`config.mk`:
```
export PLATFORM = sky130hd
export DESIGN_NAME = hazard_ctrl
export DESIGN_NICKNAME = d
export VERILOG_FILES = /design/src/source/rv_pkg.sv /design/src/source/hazard_ctrl.sv
export SDC_FILE = /design/constraint.sdc
export NUM_CORES = 1
export LEC_CHECK = 0
export ABC_AREA = 1
export BUFFER_PORTS_ARGS = -buffer_cell sky130_fd_sc_hd__buf_4
export CAP_MARGIN = 20
export CELL_PAD_IN_SITES_DETAIL_PLACEMENT = 0
export CELL_PAD_IN_SITES_GLOBAL_PLACEMENT = 1
export CORE_ASPECT_RATIO = 1.25
export CORE_MARGIN = 10
export CORE_UTILIZATION = 16
export DETAILED_ROUTE_END_ITERATION = 10
export PLACE_DENSITY = 0.78
export SLEW_MARGIN = 25
export SYNTH_ARGS = -nofsm -noshare
export SYNTH_HDL_FRONTEND = slang
export SYNTH_SLANG_ARGS = --single-unit
export TNS_END_PERCENT = 1
```
`constraint.sdc`:
```
create_clock -name vclk -period 1.3
set_input_delay 0.26 -clock vclk [all_inputs]
set_output_delay 0.26 -clock vclk [all_outputs]
set_load 0.01 [all_outputs]
```
`src/source/rv_pkg.sv`:
```
// shared types, opcodes and stage payloads of the rv32i pipeline, compiled ahead of the RTL
package rv_pkg;

	typedef logic [31:0] data_t;
	typedef logic [4:0] r_t;

	typedef struct packed {
		logic [6:0] funct7;
		r_t rs2;
		r_t rs1;
		logic [2:0] funct3;
		r_t rd;
		logic [6:0] opcode;
	} instr_t;

	// execute operand and store data source
	typedef enum logic [1:0] {
		FWD_NONE,
		FWD_EX_MEM,
		FWD_MEM_WB
	} fwd_sel_t;

	// decode compare source
	typedef enum logic [1:0] {
		BFWD_RF,
		BFWD_EX,
		BFWD_MEM,
		BFWD_WB
	} branch_fwd_t;

	localparam logic [6:0] OP_ALU = 7'b0110011;
	localparam logic [6:0] OP_ALUI = 7'b0010011;
	localparam logic [6:0] OP_LUI = 7'b0110111;
	localparam logic [6:0] OP_LOAD = 7'b0000011;
	localparam logic [6:0] OP_STORE = 7'b0100011;
	localparam logic [6:0] OP_BRANCH = 7'b1100011;
	localparam logic [6:0] OP_JAL = 7'b1101111;

	// addi x0, x0, 0
	localparam data_t NOP_INSTR = 32'h0000_0013;

	localparam int IMEM_WORDS = 64;
	localparam int DMEM_WORDS = 64;
	localparam int IMEM_AW = $clog2(IMEM_WORDS);
	localparam int DMEM_AW = $clog2(DMEM_WORDS);

	// instr is the last field of every stage payload, so a bubble is NOP_INSTR zero-extended
	typedef struct packed {
		data_t pc;
		data_t pc_p4;
		instr_t instr;
	} if_id_t;

	typedef struct packed {
		data_t pc_p4;
		data_t rs1;
		data_t rs2;
		data_t imm;
		instr_t instr;
	} id_ex_t;

	typedef struct packed {
		data_t pc_p4;
		data_t alu_result;
		data_t rs2;
		logic rd_wren;
		instr_t instr;
	} ex_mem_t;

	typedef struct packed {
		data_t pc_p4;
		data_t alu_result;
		data_t mem_data;
		logic rd_wren;
		instr_t instr;
	} mem_wb_t;

	// instruction types that write rd
	function automatic logic writes_rd(instr_t i);
		return i.opcode inside {OP_ALU, OP_ALUI, OP_LUI, OP_LOAD, OP_JAL};
	endfunction

endpackage

```
`src/source/hazard_ctrl.sv`:
```
// hazard unit, produces forwarding selects, stalls and flushes for the stage registers
`timescale 1ns/1ps

module hazard_ctrl (
	input rv_pkg::instr_t instr_d,
	input rv_pkg::instr_t instr_x,
	input rv_pkg::instr_t instr_m,
	input rv_pkg::instr_t instr_w,
	input logic ex_mem_wr_rd,
	input logic mem_wb_wr_rd,
	input logic pc_sel,
	output rv_pkg::fwd_sel_t fwd_a,
	output rv_pkg::fwd_sel_t fwd_b,
	output rv_pkg::fwd_sel_t fwd_m2m,
	output rv_pkg::branch_fwd_t fwd_rs1,
	output rv_pkg::branch_fwd_t fwd_rs2,
	output logic stall_if_id,
	output logic stall_id_ex,
	output logic flush_if_id,
	output logic flush_id_ex
);
	import rv_pkg::*;

	logic x_wr;
	logic m_wr;
	logic w_wr;
	logic rs1_used;
	logic rs2_used;
	logic load_use;
	logic branch_wait;

	// youngest producer wins
	function automatic fwd_sel_t ex_src(r_t rs);
		if (m_wr && instr_m.rd == rs) return FWD_EX_MEM;
		if (w_wr && instr_w.rd == rs) return FWD_MEM_WB;
		return FWD_NONE;
	endfunction

	function automatic branch_fwd_t br_src(r_t rs);
		if (x_wr && instr_x.rd == rs) return BFWD_EX;
		if (m_wr && instr_m.rd == rs) return BFWD_MEM;
		if (w_wr && instr_w.rd == rs) return BFWD_WB;
		return BFWD_RF;
	endfunction

	always_comb begin
		x_wr = writes_rd(instr_x) && instr_x.rd != '0;
		m_wr = ex_mem_wr_rd && instr_m.rd != '0;
		w_wr = mem_wb_wr_rd && instr_w.rd != '0;
		rs1_used = instr_d.opcode inside {OP_ALU, OP_ALUI, OP_LOAD, OP_STORE, OP_BRANCH};
		// store data is exempt, memory-to-memory forwarding covers it
		rs2_used = instr_d.opcode inside {OP_ALU, OP_BRANCH};
		load_use = x_wr && instr_x.opcode == OP_LOAD &&
			((rs1_used && instr_d.rs1 == instr_x.rd) || (rs2_used && instr_d.rs2 == instr_x.rd));
		// branch needs the loaded word in write-back before it can compare
		branch_wait = instr_d.opcode == OP_BRANCH && m_wr && instr_m.opcode == OP_LOAD &&
			(instr_d.rs1 == instr_m.rd || instr_d.rs2 == instr_m.rd);

		fwd_a = ex_src(instr_x.rs1);
		fwd_b = ex_src(instr_x.rs2);
		fwd_rs1 = br_src(instr_d.rs1);
		fwd_rs2 = br_src(instr_d.rs2);
		fwd_m2m = (instr_x.opcode == OP_STORE && m_wr && instr_m.opcode == OP_LOAD &&
			instr_m.rd == instr_x.rs2) ? FWD_EX_MEM : FWD_NONE;

		stall_if_id = load_use || branch_wait;
		// ID/EX takes a bubble on a stall rather than holding
		stall_id_ex = 1'b0;
		flush_id_ex = stall_if_id;
		flush_if_id = pc_sel && !stall_if_id;
	end

endmodule

```
==> results_dict.tcl, run 1 <==
set metrics [dict create \
    status "complete, but fails checks" \
    violations "setup timing" \
    min_from "pc_sel" \
    min_period_ns 1.550 \
    slew_viol_final 0 \
    preCtsSetupSlack_ns -0.3376 \
    design.seq.count 0 \
    hpwl_um 3961 \
    hold_path_class "in -> out" \
    antenna_cells 0 \
    rows 32 \
    dr_wl_met2_um 2233 \
    cts_setup_buffers 0 \
    drtIter0Drc 47 \
    die_area_um2 10030 \
    critPathMaxFanout 5 \
    drc_errors 0 \
    maxCapViolations 0 \
    io-pin-count 145 \
    finalHoldWorstSlack_ns 0.8345 \
    highest_layer "met3" \
    crit_type "in -> out" \
    fin_ws_ns -0.2504 \
    drive_gt1_frac 0.4398 \
    wl_met1_um 1776 \
    die_h_um 109.5 \
    detail_route.wl_per_cell_um 12.38 \
    finalWirelength_um 4347 \
    via_per_inst 3.872 \
    finalSetupViolCount 12 \
    crit_required_ns 1.04 \
    die_w_um 91.58 \
    antenna_found_initial 0 \
    via_count 1359 \
    ys_types 24 \
    grt_overflow 0 \
    io_buffers 71 \
    place.gp.congestion 0.7862 \
    pwr_density_cell_nw_per_um2 284.6 \
    coreArea_um2 6206 \
    power_uw 523.1 \
    start_util 0.1651 \
    ant_nets 0 \
    syn_area_um2 1025 \
    grt_use_total 0.08362 \
    period_share 1.193 \
    rsz0062_at_grt "yes" \
    routed-wl-met3_um 337 \
    ff_latch_area_um2 0 \
    final_util 0.2962 \
    grt_max_degree 6 \
    grt_pass1_vias 1469 \
    start_kind "input port" \
    cts_hold_buf 0 \
    synth_sequential_area_ratio 0 \
    first_pass_iters 4 \
    synth_cells 183 \
    path_cells "buf_8 -> or2_1 -> a21oi_2 -> nand3_2 -> nor2_2 -> inv_1 -> a21boi_2 -> buf_4" \
    placed_cell_area_um2 1773 \
    hold_viol 0 \
    n_clock_buffer 0 \
    whs_path_depth 4 \
    grt_pass1_wl_um 7017 \
    crit_slowest_cell "or2_1" \
    yosys_warnings 0 \
    max_stage_delay_ns 0.23 \
    crit_arrival_ns 1.29 \
    clock.fmax_mhz 645.0 \
    leakage_nw 0.9243 \
    ir_worst_vdd_v 0.0001435 \
    fin_area_um2 1838 \
    critPathCaptureType "output port" \
    syn2layout_area_growth_pct 79.36 \
    avgSynthCellArea_um2 5.600 \
    whs_endpoint "flush_if_id" \
    fin_nets 399 \
]
-- logic make-up after synthesis --
logic type / synth area share
buffers and inverters: 0.1380
other: 0.003659
AO/OA/AOI/OAI: 0.05372
AND/OR/NAND/NOR: 0.4457
XOR/XNOR: 0.3590
-- layout make-up --
| type | instances | area, µm² |
|---|---|---|
| fillers | 710 | 4368 |
| inverters | 21 | 78.83 |
| multi-input cells | 152 | 943.4 |
| well taps | 85 | 106.4 |
| repair buffers | 93 | 709.4 |
-- Yosys cell counts, drive strengths merged --
cell	n	area share
nor4	1	0.021
conb	1	0.0037
nand3	8	0.044
nand2	50	0.19
nor3	8	0.039
a21boi	1	0.011
o21ai	3	0.015
buf	11	0.061
inv	21	0.077
xor2	15	0.13
nor2	22	0.085
xnor2	27	0.23
or2	2	0.012
nand4	8	0.049
nand3b	1	0.0073
a21oi	3	0.022
o22ai	1	0.0061
-- cell usage in the layout, fill, tap and decap left out --
cell type  count
nand3b_1       1
nor3_2         5
xor2_1        15
buf_4         91
buf_6          1
a21boi_2       1
xnor2_2        2
inv_2          3
conb_1         2
nor4_4         1
nand2_1       48
xnor2_1       25
or2_1          1
inv_1         18
o21ai_1        2
nor2_2         5
a21oi_2        3
o21ai_0        1
nand3_1        6
nand2_2        2
nand3_2        2
nand4_1        8
nor2_1        17
o22ai_1        1
or2_0          1
nor3_1         3
buf_8          1
-- critical path, delay by kind of cell --
kind,cells,cell delay (ns)
simple gates,3,0.44
buf+inv,3,0.30
compound gates,2,0.28
-- layer usage --
metal | track usage | vias up
met4 | 0.003363 | 0
met1 | 0.09488 | 589
met5 | 0 | -
met2 | 0.1592 | 44
met3 | 0.02319 | 0
li1 | - | 726
-- how the worst max path moves through the flow --
stage / end / slack [ns] / from
after detailed placement: fwd_rs2[1] / -0.34 / instr_m[7]
after CTS: flush_if_id / -0.25 / instr_m[5]
after global placement: flush_if_id / -0.32 / instr_m[5]
after floorplan: stall_if_id / -0.05 / instr_m[10]
after global routing: fwd_rs2[1] / -0.35 / instr_m[7]
final: fwd_rs2[1] / -0.25 / instr_m[7]
-- per-stage QoR --
step                std cells  setup TNS, ns
detailed placement        351         -2.811
global route              351         -3.267
floorplan                 184        -0.1213
global placement          351         -2.763
finish                    351         -2.020
CTS                       351         -2.239
-- what timing repair did --
item	4_1_cts	5_1_grt
setup endpoints to repair	12	12
pin swaps	4	0
gates resized for setup	8	9
-- where the power goes --
part           internal [mW]  leakage, nW  switching [mW]
sequential                 0            0               0
clock                      0            0               0
combinational          0.288        0.924           0.235
total                  0.288        0.924           0.235
(Power assumes the default switching activity.)
==> run 2: changes to the inputs <==
ABC_AREA = unset   (was 1)
PLACE_DENSITY = 0.79   (was 0.78)
==> results_dict.tcl, run 2 <==
set metrics [dict create \
    status "complete, but fails checks" \
    violations "setup timing" \
    syn_area_um2 933.4 \
    io-pin-count 145 \
    hold_viol 0 \
    grt_pass1_vias 1410 \
    die_h_um 105.4 \
    crit_arrival_ns 1.61 \
    yosys_warnings 0 \
    syn2layout_area_growth_pct 110.6 \
    synth_most_common_cell "xor2_1" \
    ys_types 32 \
    finalSetupViolCount 12 \
    final_util 0.3424 \
    layout_commonest_cell "buf_4" \
    finalHoldWorstSlack_ns 0.8484 \
    grt_overflow 0 \
    drive_gt1_frac 0.6035 \
    pwr_density_cell_nw_per_um2 291.9 \
    grt_max_degree 7 \
    synth_cells 127 \
    path_delay_family "simple AND/OR/NAND/NOR gates" \
    power_uw 573.8 \
    layout_common_cells "buf_4, xor2_1, xnor2_1" \
    design.seq.count 0 \
    synth_common_cells "xor2_1, xnor2_1, nand3_1" \
    n_clock_buffer 0 \
    synth.top_cells.by_area "xor2_1, xnor2_1, nor4_2, nand3_1, buf_2" \
    cts_hold_buf 0 \
    critPathMaxFanout 3 \
    slew_viol_final 0 \
    avgSynthCellArea_um2 7.350 \
    via_count 1254 \
    rows 31 \
    path_cells "buf_4 -> or4_4 -> o21ai_4 -> buf_6 -> or4_4 -> nor4_4 -> buf_4" \
    hold_path_class "in -> out" \
    fin_ws_ns -0.5668 \
    multi_input_area_um2 984.7 \
    drtIter0Drc 41 \
    crit_type "in -> out" \
    min_period_ns 1.867 \
    grt_pass1_wl_um 6665 \
    first_pass_iters 4 \
    start_util 0.1626 \
    hpwl_um 4033 \
    detail_route.wl_per_cell_um 15.02 \
    critPathCaptureType "output port" \
    io_buffers 71 \
    preCtsSetupSlack_ns -0.6552 \
    ir_worst_vdd_v 0.00007107 \
    dp_cells 294 \
    max_stage_delay_ns 0.54 \
    fill_cells 604 \
    synth_top_area_cell "xor2_1" \
    crit_required_ns 1.04 \
    netlist.area_leader.share 0.2440 \
    crit_slowest_cell "or4_4" \
    drc_errors 0 \
    rsz0062_at_grt "yes" \
    crit_buf_inv 3 \
    leakage_nw 0.8566 \
    via_per_inst 4.280 \
    antenna_found_initial 0 \
    ff_latch_area_um2 0 \
    fin_nets 360 \
    clock.fmax_mhz 535.7 \
    coreArea_um2 5741 \
    synth_sequential_area_ratio 0 \
    place.gp.congestion 0.8519 \
    stdcell_count 293 \
    die_area_um2 9308 \
    period_share 1.436 \
    start_kind "input port" \
    finalWirelength_um 4402 \
    maxCapViolations 0 \
    grt_use_total 0.08646 \
    antenna_cells 0 \
    ant_nets 0 \
    die_w_um 88.32 \
]
run 2: cell count changes after synthesis, sizes merged, moves of 3 or more:
cell	change
nand2	-42
nand4	-7
or4	+6
xnor2	-3
nor3	-4
nor2	-20
inv	-20
nor4	+9
xor2	+11
run 2: metal layers:
metal / track usage / wire [µm] / vias to the layer above
li1: - / - / 642
met3: 0.03159 / 489 / 2
met5: 0 / 0 / -
met2: 0.1646 / 2266 / 41
met1: 0.09046 / 1618 / 569
met4: 0.004630 / 28 / 0
run 2: layout make-up:
cell class	count	area share
multi-input cells	114	0.5010
inverters	1	0.001910
well taps	66	0.04201
repair buffers	112	0.4551
run 2: path summary, 6_finish.rpt:
check          end  slack [ns]  cells past startpoint       start
max       fwd_b[1]       -0.57                      7  instr_w[9]
min    flush_if_id        0.85                      3      pc_sel
run 2: kinds of logic after synthesis:
group / after synthesis / synth area share
AO/OA/AOI/OAI: 14 / 0.1086
XOR/XNOR: 50 / 0.4692
buffers and inverters: 14 / 0.09115
other: 1 / 0.004018
AND/OR/NAND/NOR: 48 / 0.3271
run 2: timing repair:
action | CTS | global route
gates resized for setup | 26 | 11
pin swaps | 7 | 9
endpoints found under the setup margin | 12 | 12
buffers inserted | 0 | 0
gates cloned | 0 | 0
run 2: metrics by stage:
stage          setup TNS (ns)  area, µm²
6_report               -6.229       1966
4_1_cts                -6.534       1913
2_1_floorplan          -4.403      977.2
3_5_place_dp           -7.253       1826
5_1_grt                -6.971       1966
3_3_place_gp           -7.086       1826
run 2: power by group:
part | switching, mW | internal, mW | total (mW)
registers | 0 | 0 | 0
logic | 0.245 | 0.329 | 0.574
clock network | 0 | 0 | 0
